<file path="src/sensor_pkg.sv">
package sensor_pkg;

    // Raw Bayer sample as delivered by the sensor
    typedef logic [9:0] pixel_t;

    // Top eight bits of a sample, as stored and metered
    typedef logic [7:0] pixel_byte_t;

    // Position counters within a frame
    typedef logic [10:0] coord_x_t;
    typedef logic [9:0]  coord_y_t;

    // Byte address into the frame buffer
    typedef logic [15:0] buffer_addr_t;

    // Sensor stream, one pixel per clock while line_valid is high
    typedef struct packed {
        logic   frame_valid;
        logic   line_valid;
        pixel_t data;
    } pixel_stream_t;

    // Per-channel means of the metering window
    typedef struct packed {
        pixel_byte_t red;
        pixel_byte_t green;
        pixel_byte_t blue;
    } meter_result_t;

endpackage

</file>
<file path="src/command_pkg.sv">
package command_pkg;

    // Command op-codes
    typedef enum logic [7:0] {
        OP_CAPTURE = 8'h20,
        OP_READ    = 8'h22,
        OP_METER   = 8'h25
    } opcode_e;

    // Byte returned to the host
    typedef logic [7:0] response_t;

    // Operand count of a metering command
    // 0 red, 1 green, 2 blue
    typedef logic [1:0] meter_index_t;

    // One-frame capture sequence
    typedef enum logic [1:0] {
        CAP_IDLE,
        CAP_ARMED,
        CAP_ACTIVE
    } capture_state_e;

endpackage

</file>
<file path="src/frame_crop.sv">
module frame_crop #(
    parameter sensor_pkg::coord_x_t X_CROP_START = 2,
    parameter sensor_pkg::coord_x_t X_CROP_END   = 10,
    parameter sensor_pkg::coord_y_t Y_CROP_START = 2,
    parameter sensor_pkg::coord_y_t Y_CROP_END   = 8
) (
    input  logic                      clock_spi_in,
    input  logic                      mipi_byte_reset_n,
    input  sensor_pkg::pixel_stream_t stream_i,
    output sensor_pkg::pixel_stream_t stream_o
);
    import sensor_pkg::*;

    coord_x_t x_count;
    coord_y_t y_count;
    logic     line_valid_q;
    logic     in_window;
    logic     frame_valid_out;
    logic     line_valid_out;
    pixel_t   data_out;

    // Position of the pixel now at the input, half-open window
    assign in_window = (x_count >= X_CROP_START) && (x_count < X_CROP_END) &&
                       (y_count >= Y_CROP_START) && (y_count < Y_CROP_END);

    always_ff @(posedge clock_spi_in or negedge mipi_byte_reset_n) begin
        if (!mipi_byte_reset_n) begin
            x_count      <= '0;
            y_count      <= '0;
            line_valid_q <= 1'b0;
        end else begin
            line_valid_q <= stream_i.line_valid;

            // Column restarts on every line
            if (stream_i.line_valid) begin
                x_count <= x_count + 1'b1;
            end else begin
                x_count <= '0;
            end

            // Row steps at each line end, restarts between frames
            if (!stream_i.frame_valid) begin
                y_count <= '0;
            end else if (line_valid_q && !stream_i.line_valid) begin
                y_count <= y_count + 1'b1;
            end
        end
    end

    always_ff @(posedge clock_spi_in or negedge mipi_byte_reset_n) begin
        if (!mipi_byte_reset_n) begin
            frame_valid_out <= 1'b0;
            line_valid_out  <= 1'b0;
        end else begin
            frame_valid_out <= stream_i.frame_valid;
            line_valid_out  <= stream_i.line_valid && in_window;
        end
    end

    always_ff @(posedge clock_spi_in) begin
        data_out <= stream_i.data;
    end

    assign stream_o = '{frame_valid: frame_valid_out, line_valid: line_valid_out, data: data_out};

    // Window must be non-empty in both directions
    assert property (@(posedge clock_spi_in)
        (X_CROP_START < X_CROP_END) && (Y_CROP_START < Y_CROP_END));

endmodule

</file>
<file path="src/exposure_metering.sv">
module exposure_metering #(
    parameter sensor_pkg::coord_x_t METER_X_START = 4,
    parameter sensor_pkg::coord_y_t METER_Y_START = 2,
    parameter int                   METER_LOG2_W  = 3,
    parameter int                   METER_LOG2_H  = 2
) (
    input  logic                      clock_spi_in,
    input  logic                      mipi_byte_reset_n,
    input  sensor_pkg::pixel_stream_t stream_i,
    output sensor_pkg::meter_result_t meter_o
);
    import sensor_pkg::*;

    localparam int SUM_W    = $bits(pixel_byte_t) + METER_LOG2_W + METER_LOG2_H;
    // Red and blue hold a quarter of the window sites, green half
    localparam int RB_SHIFT = METER_LOG2_W + METER_LOG2_H - 2;
    localparam int G_SHIFT  = METER_LOG2_W + METER_LOG2_H - 1;
    localparam int X_END    = METER_X_START + (1 << METER_LOG2_W);
    localparam int Y_END    = METER_Y_START + (1 << METER_LOG2_H);

    pixel_stream_t    stream_q;
    logic             frame_valid_qq;
    logic             line_valid_qq;
    coord_x_t         x_count;
    coord_y_t         y_count;
    logic             in_window;
    logic             red_site;
    logic             blue_site;
    logic             frame_end;
    pixel_byte_t      sample;
    logic [SUM_W-1:0] red_sum;
    logic [SUM_W-1:0] green_sum;
    logic [SUM_W-1:0] blue_sum;

    assign sample    = stream_q.data[$bits(pixel_t)-1 -: $bits(pixel_byte_t)];
    assign frame_end = frame_valid_qq && !stream_q.frame_valid;
    assign in_window = stream_q.line_valid &&
                       (x_count >= METER_X_START) && (x_count < X_END) &&
                       (y_count >= METER_Y_START) && (y_count < Y_END);

    // RGGB mosaic
    assign red_site  = !y_count[0] && !x_count[0];
    assign blue_site = y_count[0] && x_count[0];

    // Input stage plus position counters on the registered stream
    always_ff @(posedge clock_spi_in or negedge mipi_byte_reset_n) begin
        if (!mipi_byte_reset_n) begin
            stream_q       <= '0;
            frame_valid_qq <= 1'b0;
            line_valid_qq  <= 1'b0;
            x_count        <= '0;
            y_count        <= '0;
        end else begin
            stream_q       <= stream_i;
            frame_valid_qq <= stream_q.frame_valid;
            line_valid_qq  <= stream_q.line_valid;
            x_count        <= stream_q.line_valid ? x_count + 1'b1 : '0;
            if (!stream_q.frame_valid) begin
                y_count <= '0;
            end else if (line_valid_qq && !stream_q.line_valid) begin
                y_count <= y_count + 1'b1;
            end
        end
    end

    always_ff @(posedge clock_spi_in or negedge mipi_byte_reset_n) begin
        if (!mipi_byte_reset_n) begin
            red_sum   <= '0;
            green_sum <= '0;
            blue_sum  <= '0;
            meter_o   <= '0;
        end else if (frame_end) begin
            // Means are powers of two, so a plain shift
            meter_o.red   <= pixel_byte_t'(red_sum >> RB_SHIFT);
            meter_o.green <= pixel_byte_t'(green_sum >> G_SHIFT);
            meter_o.blue  <= pixel_byte_t'(blue_sum >> RB_SHIFT);
            red_sum       <= '0;
            green_sum     <= '0;
            blue_sum      <= '0;
        end else if (in_window) begin
            if (red_site) begin
                red_sum <= red_sum + SUM_W'(sample);
            end else if (blue_site) begin
                blue_sum <= blue_sum + SUM_W'(sample);
            end else begin
                green_sum <= green_sum + SUM_W'(sample);
            end
        end
    end

endmodule

</file>
<file path="src/capture_control.sv">
module capture_control (
    input  logic clock_spi_in,
    input  logic mipi_byte_reset_n,
    input  logic capture_request_i,
    input  logic frame_valid_i,
    output logic capture_active_o
);
    import command_pkg::*;

    capture_state_e state;
    logic           request_pending;
    logic           request_seen;

    assign request_seen = capture_request_i || request_pending;

    always_ff @(posedge clock_spi_in or negedge mipi_byte_reset_n) begin
        if (!mipi_byte_reset_n) begin
            state           <= CAP_IDLE;
            request_pending <= 1'b0;
        end else begin
            case (state)
                CAP_IDLE: begin
                    // Only arm in the gap between frames
                    if (request_seen && !frame_valid_i) begin
                        state <= CAP_ARMED;
                    end
                end
                CAP_ARMED: begin
                    if (frame_valid_i) begin
                        state <= CAP_ACTIVE;
                    end
                end
                CAP_ACTIVE: begin
                    if (!frame_valid_i) begin
                        state <= CAP_IDLE;
                    end
                end
                default: state <= CAP_IDLE;
            endcase

            // Request seen mid-frame waits here for the next gap
            if (state == CAP_IDLE && !frame_valid_i) begin
                request_pending <= 1'b0;
            end else if (capture_request_i) begin
                request_pending <= 1'b1;
            end
        end
    end

    assign capture_active_o = (state == CAP_ACTIVE);

    assert property (@(posedge clock_spi_in) disable iff (!mipi_byte_reset_n)
        state inside {CAP_IDLE, CAP_ARMED, CAP_ACTIVE});

endmodule

</file>
<file path="src/frame_buffer.sv">
module frame_buffer #(
    parameter int BUFFER_DEPTH = 64
) (
    input  logic                      clock_spi_in,
    input  logic                      mipi_byte_reset_n,
    input  sensor_pkg::pixel_stream_t stream_i,
    input  logic                      capture_active_i,
    input  sensor_pkg::buffer_addr_t  read_addr_i,
    output sensor_pkg::pixel_byte_t   read_data_o
);
    import sensor_pkg::*;

    localparam int ADDR_W = $clog2(BUFFER_DEPTH);

    pixel_byte_t  mem [BUFFER_DEPTH];
    buffer_addr_t write_addr;
    buffer_addr_t write_addr_eff;
    logic         capture_active_q;
    logic         capture_start;
    logic         write_en;
    pixel_byte_t  write_byte;

    assign capture_start = capture_active_i && !capture_active_q;
    assign write_en      = capture_active_i && stream_i.frame_valid && stream_i.line_valid;
    assign write_byte    = stream_i.data[$bits(pixel_t)-1 -: $bits(pixel_byte_t)];

    // A new capture fills from address zero
    assign write_addr_eff = capture_start ? '0 : write_addr;

    always_ff @(posedge clock_spi_in or negedge mipi_byte_reset_n) begin
        if (!mipi_byte_reset_n) begin
            capture_active_q <= 1'b0;
            write_addr       <= '0;
        end else begin
            capture_active_q <= capture_active_i;
            if (write_en) begin
                write_addr <= write_addr_eff + 1'b1;
            end else begin
                write_addr <= write_addr_eff;
            end
        end
    end

    // Byte RAM, one write and one registered read per cycle
    always_ff @(posedge clock_spi_in) begin
        if (write_en) begin
            mem[write_addr_eff[ADDR_W-1:0]] <= write_byte;
        end
        read_data_o <= mem[read_addr_i[ADDR_W-1:0]];
    end

    // Crop window has to fit the buffer
    assert property (@(posedge clock_spi_in) disable iff (!mipi_byte_reset_n)
        write_en |-> (write_addr_eff < BUFFER_DEPTH));

endmodule

</file>
<file path="src/command_decoder.sv">
module command_decoder (
    input  logic                      clock_spi_in,
    input  logic                      mipi_byte_reset_n,
    input  command_pkg::opcode_e      op_code_i,
    input  logic                      op_code_valid_i,
    input  logic                      operand_valid_i,
    input  command_pkg::meter_index_t operand_count_i,
    input  sensor_pkg::meter_result_t meter_i,
    input  sensor_pkg::pixel_byte_t   read_data_i,
    output sensor_pkg::buffer_addr_t  read_addr_o,
    output logic                      capture_request_o,
    output command_pkg::response_t    response_o,
    output logic                      response_valid_o
);
    import command_pkg::*;

    logic op_code_valid_q;
    logic operand_valid_q;
    logic operand_rise;

    assign operand_rise = operand_valid_i && !operand_valid_q;

    // One pulse on the first cycle of a capture command
    assign capture_request_o = op_code_valid_i && !op_code_valid_q &&
                               (op_code_i == OP_CAPTURE);

    always_ff @(posedge clock_spi_in or negedge mipi_byte_reset_n) begin
        if (!mipi_byte_reset_n) begin
            op_code_valid_q  <= 1'b0;
            operand_valid_q  <= 1'b0;
            read_addr_o      <= '0;
            response_o       <= '0;
            response_valid_o <= 1'b0;
        end else begin
            op_code_valid_q <= op_code_valid_i;
            operand_valid_q <= operand_valid_i;

            if (op_code_valid_i) begin
                case (op_code_i)
                    OP_CAPTURE: begin
                        read_addr_o      <= '0;
                        response_valid_o <= 1'b0;
                    end
                    OP_READ: begin
                        // Buffer byte for the address set last cycle
                        response_o       <= read_data_i;
                        response_valid_o <= 1'b1;
                        if (operand_rise) begin
                            read_addr_o <= read_addr_o + 1'b1;
                        end
                    end
                    OP_METER: begin
                        response_valid_o <= 1'b1;
                        case (operand_count_i)
                            2'd0:    response_o <= meter_i.red;
                            2'd1:    response_o <= meter_i.green;
                            2'd2:    response_o <= meter_i.blue;
                            default: response_o <= '0;
                        endcase
                    end
                    default: response_valid_o <= 1'b0;
                endcase
            end else begin
                response_valid_o <= 1'b0;
            end
        end
    end

    assert property (@(posedge clock_spi_in) disable iff (!mipi_byte_reset_n)
        response_valid_o |-> $past(op_code_valid_i));

endmodule

</file>
<file path="src/camera.sv">
module camera #(
    parameter sensor_pkg::coord_x_t X_CROP_START  = 2,
    parameter sensor_pkg::coord_x_t X_CROP_END    = 10,
    parameter sensor_pkg::coord_y_t Y_CROP_START  = 2,
    parameter sensor_pkg::coord_y_t Y_CROP_END    = 8,
    parameter sensor_pkg::coord_x_t METER_X_START = 4,
    parameter sensor_pkg::coord_y_t METER_Y_START = 2,
    parameter int                   METER_LOG2_W  = 3,
    parameter int                   METER_LOG2_H  = 2,
    parameter int                   BUFFER_DEPTH  = 64
) (
    input  logic                      clock_spi_in,
    input  logic                      mipi_byte_reset_n,
    input  sensor_pkg::pixel_stream_t pixel_stream_i,
    input  command_pkg::opcode_e      op_code_i,
    input  logic                      op_code_valid_i,
    input  logic                      operand_valid_i,
    input  command_pkg::meter_index_t operand_count_i,
    output command_pkg::response_t    response_o,
    output logic                      response_valid_o
);
    import sensor_pkg::*;

    pixel_stream_t cropped_stream;
    meter_result_t meter;
    buffer_addr_t  read_addr;
    pixel_byte_t   read_data;
    logic          capture_request;
    logic          capture_active;

    frame_crop #(
        .X_CROP_START(X_CROP_START),
        .X_CROP_END  (X_CROP_END),
        .Y_CROP_START(Y_CROP_START),
        .Y_CROP_END  (Y_CROP_END)
    ) frame_crop_i (
        .clock_spi_in     (clock_spi_in),
        .mipi_byte_reset_n(mipi_byte_reset_n),
        .stream_i         (pixel_stream_i),
        .stream_o         (cropped_stream)
    );

    // Metering sees the full uncropped frame
    exposure_metering #(
        .METER_X_START(METER_X_START),
        .METER_Y_START(METER_Y_START),
        .METER_LOG2_W (METER_LOG2_W),
        .METER_LOG2_H (METER_LOG2_H)
    ) exposure_metering_i (
        .clock_spi_in     (clock_spi_in),
        .mipi_byte_reset_n(mipi_byte_reset_n),
        .stream_i         (pixel_stream_i),
        .meter_o          (meter)
    );

    capture_control capture_control_i (
        .clock_spi_in     (clock_spi_in),
        .mipi_byte_reset_n(mipi_byte_reset_n),
        .capture_request_i(capture_request),
        .frame_valid_i    (cropped_stream.frame_valid),
        .capture_active_o (capture_active)
    );

    frame_buffer #(
        .BUFFER_DEPTH(BUFFER_DEPTH)
    ) frame_buffer_i (
        .clock_spi_in     (clock_spi_in),
        .mipi_byte_reset_n(mipi_byte_reset_n),
        .stream_i         (cropped_stream),
        .capture_active_i (capture_active),
        .read_addr_i      (read_addr),
        .read_data_o      (read_data)
    );

    command_decoder command_decoder_i (
        .clock_spi_in     (clock_spi_in),
        .mipi_byte_reset_n(mipi_byte_reset_n),
        .op_code_i        (op_code_i),
        .op_code_valid_i  (op_code_valid_i),
        .operand_valid_i  (operand_valid_i),
        .operand_count_i  (operand_count_i),
        .meter_i          (meter),
        .read_data_i      (read_data),
        .read_addr_o      (read_addr),
        .capture_request_o(capture_request),
        .response_o       (response_o),
        .response_valid_o (response_valid_o)
    );

endmodule

</file>
<file path="config.mk">
export PLATFORM = sky130hd
export DESIGN_NAME = camera
export DESIGN_NICKNAME = d
export VERILOG_FILES = /design/src/sensor_pkg.sv /design/src/command_pkg.sv /design/src/frame_crop.sv /design/src/exposure_metering.sv /design/src/capture_control.sv /design/src/frame_buffer.sv /design/src/command_decoder.sv /design/src/camera.sv
export SDC_FILE = /design/constraint.sdc
export NUM_CORES = 1
export LEC_CHECK = 0
export BUFFER_PORTS_ARGS = -buffer_cell sky130_fd_sc_hd__buf_2
export CORE_UTILIZATION = 45
export CTS_BUF_LIST = sky130_fd_sc_hd__clkbuf_2
export CTS_CLUSTER_DIAMETER = 30
export CTS_CLUSTER_SIZE = 40
export DETAILED_ROUTE_END_ITERATION = 12
export PLACE_DENSITY_LB_ADDON = 0.15
export SLEW_MARGIN = 40
export SYNTH_ARGS = -nofsm -noshare
export SYNTH_HDL_FRONTEND = slang
export SYNTH_SLANG_ARGS = --single-unit
</file>
<file path="constraint.sdc">
create_clock -name clock_spi_in -period 4.7 [get_ports clock_spi_in]
set_input_delay 0 -clock clock_spi_in [delete_from_list [all_inputs] [get_ports clock_spi_in]]
set_output_delay 0 -clock clock_spi_in [all_outputs]
set_load 0.03 [all_outputs]
</file>
-- After elaboration in Yosys (flattened, before gate mapping)
Memories as Yosys holds them, arrays and structs flattened. A register that Yosys moved wholly into a read port is not among the register bits.
Cells that the tools add are included.
- eq/ne operators: 15
- magnitude comparators: 8
- reduce and logical (&&, ||, !) cells: 45
- $add $sub $neg: 9
- mux-type cells: 33
- operator list (kind ; number):
    13-bit 2-to-1 mux ; 11
    16-bit 2-to-1 mux ; 3
    10-bit 2-to-1 mux ; 4
    13-bit by 8-bit adder with 13-bit output ; 3
    16-bit by 1-bit adder with 16-bit output, second input constant ; 2
    16-bit case mux with 2 select lines ; 1
    8-bit by 6-bit == test with 1-bit output, second input constant ; 3
    8-bit case mux with 3 select lines ; 1
    11-bit by 1-bit adder with 11-bit output, second input constant ; 2
    11-bit by 4-bit less-than comparator with 1-bit output, second input constant ; 2
    11-bit 2-to-1 mux ; 2
    1-bit logical AND ; 21
    10-bit by 1-bit adder with 10-bit output, second input constant ; 2
    10-bit by 2-bit >= comparator with 1-bit output, second input constant ; 2
    8-bit case mux with 2 select lines ; 1
    3-bit AND reduction ; 4
    2-bit nonzero test ; 6
    11-bit by 2-bit >= comparator with 1-bit output, second input constant ; 1
    11-bit by 3-bit >= comparator with 1-bit output, second input constant ; 1
    10-bit by 3-bit less-than comparator with 1-bit output, second input constant ; 1
    10-bit by 4-bit less-than comparator with 1-bit output, second input constant ; 1
    2-bit inequality test, second input constant ; 5
    1-bit logical NOT ; 8
    1-bit 2-to-1 mux ; 6
    other kinds (9) ; 17
- input bits: 26
- memories: 1
- register bits after elaboration: 177
- memory bits (writable): 512
- logic and storage cells: 137
- memory list (memory ; words ; bits a word ; read ports ; clocked after memory_dff ; wr ports ; RTL line ; source):
    frame_buffer_i.mem ; 64 ; 8 ; 1 ; 1 ; 1 ; frame_buffer.sv:15 ; pixel_byte_t mem [BUFFER_DEPTH];

-- Logic depth before layout (Yosys ltp)
- word-level depth: 7
- gate-level depth with buffers: 9
- gate-level depth less buffers: 7

-- Hierarchy
A second synthesis with hierarchy kept.
- cells, all modules: 1764
- area, all modules: 28363.5 µm²
- by module, submodules not included (module ; cells each ; instances ; area an instance (µm²)):
    frame_buffer ; 943 ; 1 ; 20327.0
    exposure_metering ; 512 ; 1 ; 4897.2
    command_decoder ; 171 ; 1 ; 1605.3
    frame_crop ; 129 ; 1 ; 1416.4
    capture_control ; 9 ; 1 ; 117.6

-- Worst setup path after synthesis
Ideal clock, no wire load.
- path kind: flip-flop to flip-flop
- start point: register exposure_metering_i.stream_q, in the netlist exposure_metering_i.sample[0]
- end point: register exposure_metering_i.blue_sum[10]
- arrival time: 2.133 ns
- required time: 4.590 ns
- period minus slack after synthesis: 2.243 ns
- path slack: 2.457 ns
- setup time: 0.110 ns
- cell stages (with the launch flop): 8
- buffers on the path: 0
- cells stage by stage: dfrtp_1 > ha_1 > fa_1 > a211oi_1 > o21ai_0 > a2111oi_2 > o311ai_0 > o41ai_1
- longest elaborated chain between the ends: 5
- RTL lines (what ; RTL line ; source):
    start, declared ; exposure_metering.sv:21 ; pixel_stream_t stream_q;
    start signal, assigned ; exposure_metering.sv:54 ; stream_q <= stream_i;
    13-bit by 8-bit adder with 13-bit output ; exposure_metering.sv:84 ; blue_sum <= blue_sum + SUM_W'(sample);
    13-bit 2-to-1 mux ; exposure_metering.sv:83 ; end else if (blue_site) begin
    13-bit 2-to-1 mux ; exposure_metering.sv:81 ; if (red_site) begin
    13-bit 2-to-1 mux ; exposure_metering.sv:80 ; end else if (in_window) begin
    13-bit 2-to-1 mux ; exposure_metering.sv:72 ; end else if (frame_end) begin
    end signal, assigned ; exposure_metering.sv:84 ;
    end, declared ; exposure_metering.sv:33 ; logic [SUM_W-1:0] blue_sum;
Every way passes these cells. The select of a mux whose other input is x is not followed.
A chain may end at the register's enable or synchronous reset.

-- Worst setup path after layout
- start point: input port op_code_i[4]
- end point: register command_decoder_i.response_o[1]
- longest elaborated chain between the ends: 3
- elaborated cells on any way between the ends: 5
- those cells by class: 2 x eq/ne; 1 x mux; 2 x reduce/logical
- RTL lines (what ; RTL line ; source):
    start, declared ; camera.sv:15 ; input command_pkg::opcode_e op_code_i,
    8-bit by 6-bit == test with 1-bit output ; command_decoder.sv:39 ; case (op_code_i)
    2-bit nonzero test (no source line) ; -- ;
    2-bit AND reduction (no source line) ; -- ;
    end signal, assigned ; command_decoder.sv:46 ; response_o <= read_data_i;
    end signal, assigned ; command_decoder.sv:55 ; 2'd0: response_o <= meter_i.red;
    end signal, assigned ; command_decoder.sv:56 ; 2'd1: response_o <= meter_i.green;
    end, declared ; command_decoder.sv:12 ; output command_pkg::response_t response_o,
Parallel ways exist; a longest one is shown, timed or not.

==> load_flow_metrics.sql <==
INSERT INTO impl_metrics (metric_group, metric, value, unit) VALUES
('timing', 'setup_total_negative_slack', '0', 'ps'),
('grt', 'grt-ovfl-total', '0', ''),
('pwr', 'power.net_switching', '2.71', 'mW'),
('clock_network', 'cts.root.buffer_cell', 'sky130_fd_sc_hd__clkbuf_2', ''),
('placement', 'dpl.cell_count', '2524', ''),
('placement', 'io_buffer_count', '32', ''),
('setup_path', 'worst_r2r_endpoint', 'frame_buffer_i.mem[36][2]$_DFFE_PP_', ''),
('yosys', 'synth_seq_cells', '668', ''),
('setup_path', 'reg2reg_setup_slack', '1630', 'ps'),
('setup_path', 'reg2reg_from', 'capture_control_i.state[0]$_DFFE_PN0P_', ''),
('setup_path', 'reg2regPathDepth', '4', ''),
('finish', 'mostFrequentLayoutCells', 'sky130_fd_sc_hd__edfxtp_1 (512), sky130_fd_sc_hd__clkbuf_2 (165), sky130_fd_sc_hd__nand2_1 (159)', ''),
('detailed_routing', 'route.detailed.vias_per_inst', '5.59', ''),
('timing', 'clock-skew-final', '135', 'ps'),
('status', 'result_of_the_run', 'complete, no violations', ''),
('yosys', 'synth_cells', '1762', ''),
('worst_hold_path', 'whs_endpoint', 'exposure_metering_i.stream_q[11]$_DFF_PN0_', ''),
('clock_network', 'cts_max_level', '4', ''),
('detailed_routing', 'routed-via-count', '16000', ''),
('clock_network', 'clock_latency', '1340', 'ps'),
('clock_network', 'tritoncts', 'built', ''),
('timing', 'final_critical_period', '4080', 'ps'),
('detailed_routing', 'finalWirelength', '65300', 'µm'),
('yosys', 'yosysWarnings', '0', ''),
('pwr', 'sw_frac_of_total', '23.3', '%'),
('pwr', 'power_frac_clock', '42.5', '%'),
('clock_network', 'cts_hold_buffers', '67', ''),
('pwr', 'internal-power', '8.94', 'mW'),
('yosys', 'seq_area_frac_synth', '69.2', '%'),
('clock_network', 'cts_post_setup_buffers_inserted', '0', ''),
('timing', 'max_clock_freq', '0.245', 'GHz'),
('setup_path', 'cp_data_arrival_time', '5270', 'ps'),
('die', 'rows', '90', ''),
('job', 'max-cap-violations', '0', ''),
('timing', 'report.final.slew_viol_count', '0', ''),
('setup_path', 'path_cells', 'dlygate4sd3_1 > buf_2 > dlygate4sd3_1 > nor4_2 > dlygate4sd3_1 > dlygate4sd3_1 > and3_1 > dlygate4sd3_1 > o211ai_1 > o21ai_0 > dlygate4sd3_1 > o21ai_0 > dlygate4sd3_1', ''),
('worst_hold_path', 'worst_hold_path.num_cells', '3', ''),
('die', 'dieArea', '0.0626', 'mm²'),
('die', 'die_width', '250', 'µm'),
('worst_hold_path', 'holdCritStartpoint', 'pixel_stream_i[11]', ''),
('finish', 'layout_commonest_cell', 'sky130_fd_sc_hd__edfxtp_1', ''),
('placement', 'place_hpwl', '39500', 'µm'),
('clock_network', 'cts.sinks', '668', ''),
('worst_hold_path', 'holdCritPathClass', 'in -> reg', ''),
('pwr', 'leakagePower', '11.2', 'nW'),
('grt', 'gr-usage-all-layers', '21.6', '%'),
('setup_path', 'critPathSlowestCell', 'sky130_fd_sc_hd__dlygate4sd3_1', ''),
('timing', 'setup_viol_count_final', '0', ''),
('finish', 'nets', '2014', ''),
('pwr', 'p_seq_share', '55.0', '%'),
('setup_path', 'end_kind', 'register', ''),
('placement', 'place_area', '0.0288', 'mm²'),
('timing', 'number_of_hold_violations_in_the_final_report', '0', ''),
('clock_network', 'cts_max_path_buffers', '3', ''),
('yosys', 'synth_fp_nets', '1822', ''),
('timing', 'slew_headroom', '37.7', '%'),
('detailed_routing', 'drt_iter0_markers', '1378', ''),
('detailed_routing', 'routed_wire_length_per_instance', '22.9', 'µm'),
('detailed_routing', 'drt_first_pass_iters', '7', ''),
('die', 'initial_standard_cell_utilization_of_the_core', '45.8', '%'),
('pwr', 'vdd.ir_drop.worst', '0.171', 'mV'),
('setup_path', 'timing.setup.critical_path_class', 'in -> reg', ''),
('timing', 'fin_crit_sh', '86.9', '%'),
('timing', 'worstMarginPinSlew', '932', 'ps'),
('setup_path', 'cp_slowest_stage_delay', '880', 'ps'),
('yosys', 'netlist-cell-type-count', '78', ''),
('grt', 'first_global_vias', '16300', ''),
('detailed_routing', 'remaining_drc_errors', '0', ''),
('setup_path', 'crit_path_max_fanout', '15', ''),
('clock_network', 'clk_transition_reported_paths', '120', 'ps'),
('placement', 'worst_setup_slack_after_placement', '1590', 'ps');
-- through the flow --
step	hold WS (ps)	total power, mW
final	237	11.6
after CTS	52.5	11.8
after detailed placement	-33.5	6.78
after global placement	117	6.76
after floorplan	-296	6.65
after global routing	98.0	12.1
-- metal layers --
| metal | vias to the layer above | track usage [%] | wire length [µm] |
|---|---|---|---|
| li1 | 7254 | - | - |
| met2 | 534 | 32.8 | 29900 |
| met3 | 136 | 5.33 | 4410 |
| met4 | 0 | 8.33 | 1980 |
| met1 | 8026 | 29.9 | 29000 |
| met5 | - | 0 | 0 |
-- cells in the mapped netlist, types with 20 or more instances --
master / number / area [µm²]
sky130_fd_sc_hd__xnor2_1: 37 / 324
sky130_fd_sc_hd__ha_1: 31 / 388
sky130_fd_sc_hd__nand3_1: 41 / 205
sky130_fd_sc_hd__a21oi_1: 35 / 175
sky130_fd_sc_hd__nor2_1: 142 / 533
sky130_fd_sc_hd__dfrtp_1: 140 / 3500
sky130_fd_sc_hd__nand2_1: 160 / 601
sky130_fd_sc_hd__mux4_2: 98 / 2210
sky130_fd_sc_hd__o211ai_1: 20 / 150
sky130_fd_sc_hd__clkbuf_1: 37 / 139
sky130_fd_sc_hd__o21ai_0: 45 / 225
sky130_fd_sc_hd__and2_1: 39 / 244
sky130_fd_sc_hd__and3_1: 22 / 138
sky130_fd_sc_hd__edfxtp_1: 512 / 15400
sky130_fd_sc_hd__mux2i_1: 77 / 771
-- registers in the layout (all words and copies together) (netlist names), 8 cells and up --
signal                         flops
frame_buffer_i.mem               512
exposure_metering_i.meter_o       24
exposure_metering_i.green_sum     12
exposure_metering_i.blue_sum      11
exposure_metering_i.red_sum       11
exposure_metering_i.x_count       11
frame_crop_i.x_count              11
exposure_metering_i.y_count       10
frame_crop_i.y_count              10
command_decoder_i.response_o       8
exposure_metering_i.sample         8
frame_buffer_i.read_data_o         8
frame_crop_i.data_out              8
-- power groups by stage --
stage	logic [mW]	registers, mW	clock network (mW)
3_3_place_gp	0.229	6.53	0
3_5_place_dp	0.248	6.54	0
4_1_cts	0.289	6.41	5.09
6_report	0.288	6.41	4.96
5_1_grt	0.319	6.41	5.36
2_1_floorplan	0.0810	6.57	0
-- cell families (layout without fill, tap and decap cells) --
logic type,after synthesis,in the layout,share of synthesized area [%]
and+or+nand+nor,508,508,8.72
other,0,1,0
xor gates and xnor gates,55,55,1.74
muxes,192,192,11.5
AOI/OAI and AO/OA,213,213,5.32
DFF,668,668,69.2
buffers and inverters,92,401,1.85
adders and majority gates,34,34,1.61
-- final cells by class --
cell class | instances | area [µm²]
Tap cell | 782 | 978
Multi-Input combinational cell | 1002 | 8120
Inverter | 13 | 48.8
Clock inverter | 94 | 1170
Sequential cell | 668 | 19200
Antenna cell | 1 | 2.50
Fill cell | 4997 | 29000
Clock buffer | 165 | 826
Timing Repair Buffer | 129 | 1220
-- how the worst max path moves through the flow --
stage,from,to,slack (ps),cells after the start
after floorplan,exposure_metering_i.sample[0]$_DFF_PN0_,exposure_metering_i.blue_sum[10]$_DFFE_PN0P_,2460,7
after global placement,command_decoder_i.read_addr_o[0]$_DFFE_PN0P_,frame_buffer_i.read_data_o[5]$_DFF_P_,1370,5
after detailed placement,capture_control_i.state[0]$_DFFE_PN0P_,frame_buffer_i.mem[28][7]$_DFFE_PP_,1590,4
after CTS,op_code_i[4],command_decoder_i.response_o[7]$_DFFE_PN0P_,1020,13
after global routing,op_code_i[4],command_decoder_i.response_o[7]$_DFFE_PN0P_,640,13
final,op_code_i[4],command_decoder_i.response_o[1]$_DFFE_PN0P_,620,13
-- critical path: cells and delay by family --
| kind | cells | cell delay, ps |
|---|---|---|
| buffers and inverters | 8 | 4480 |
| and+or+nand+nor | 2 | 440 |
| AOI/OAI and AO/OA | 3 | 350 |
No activity file was read; power rests on OpenSTA's default activity.
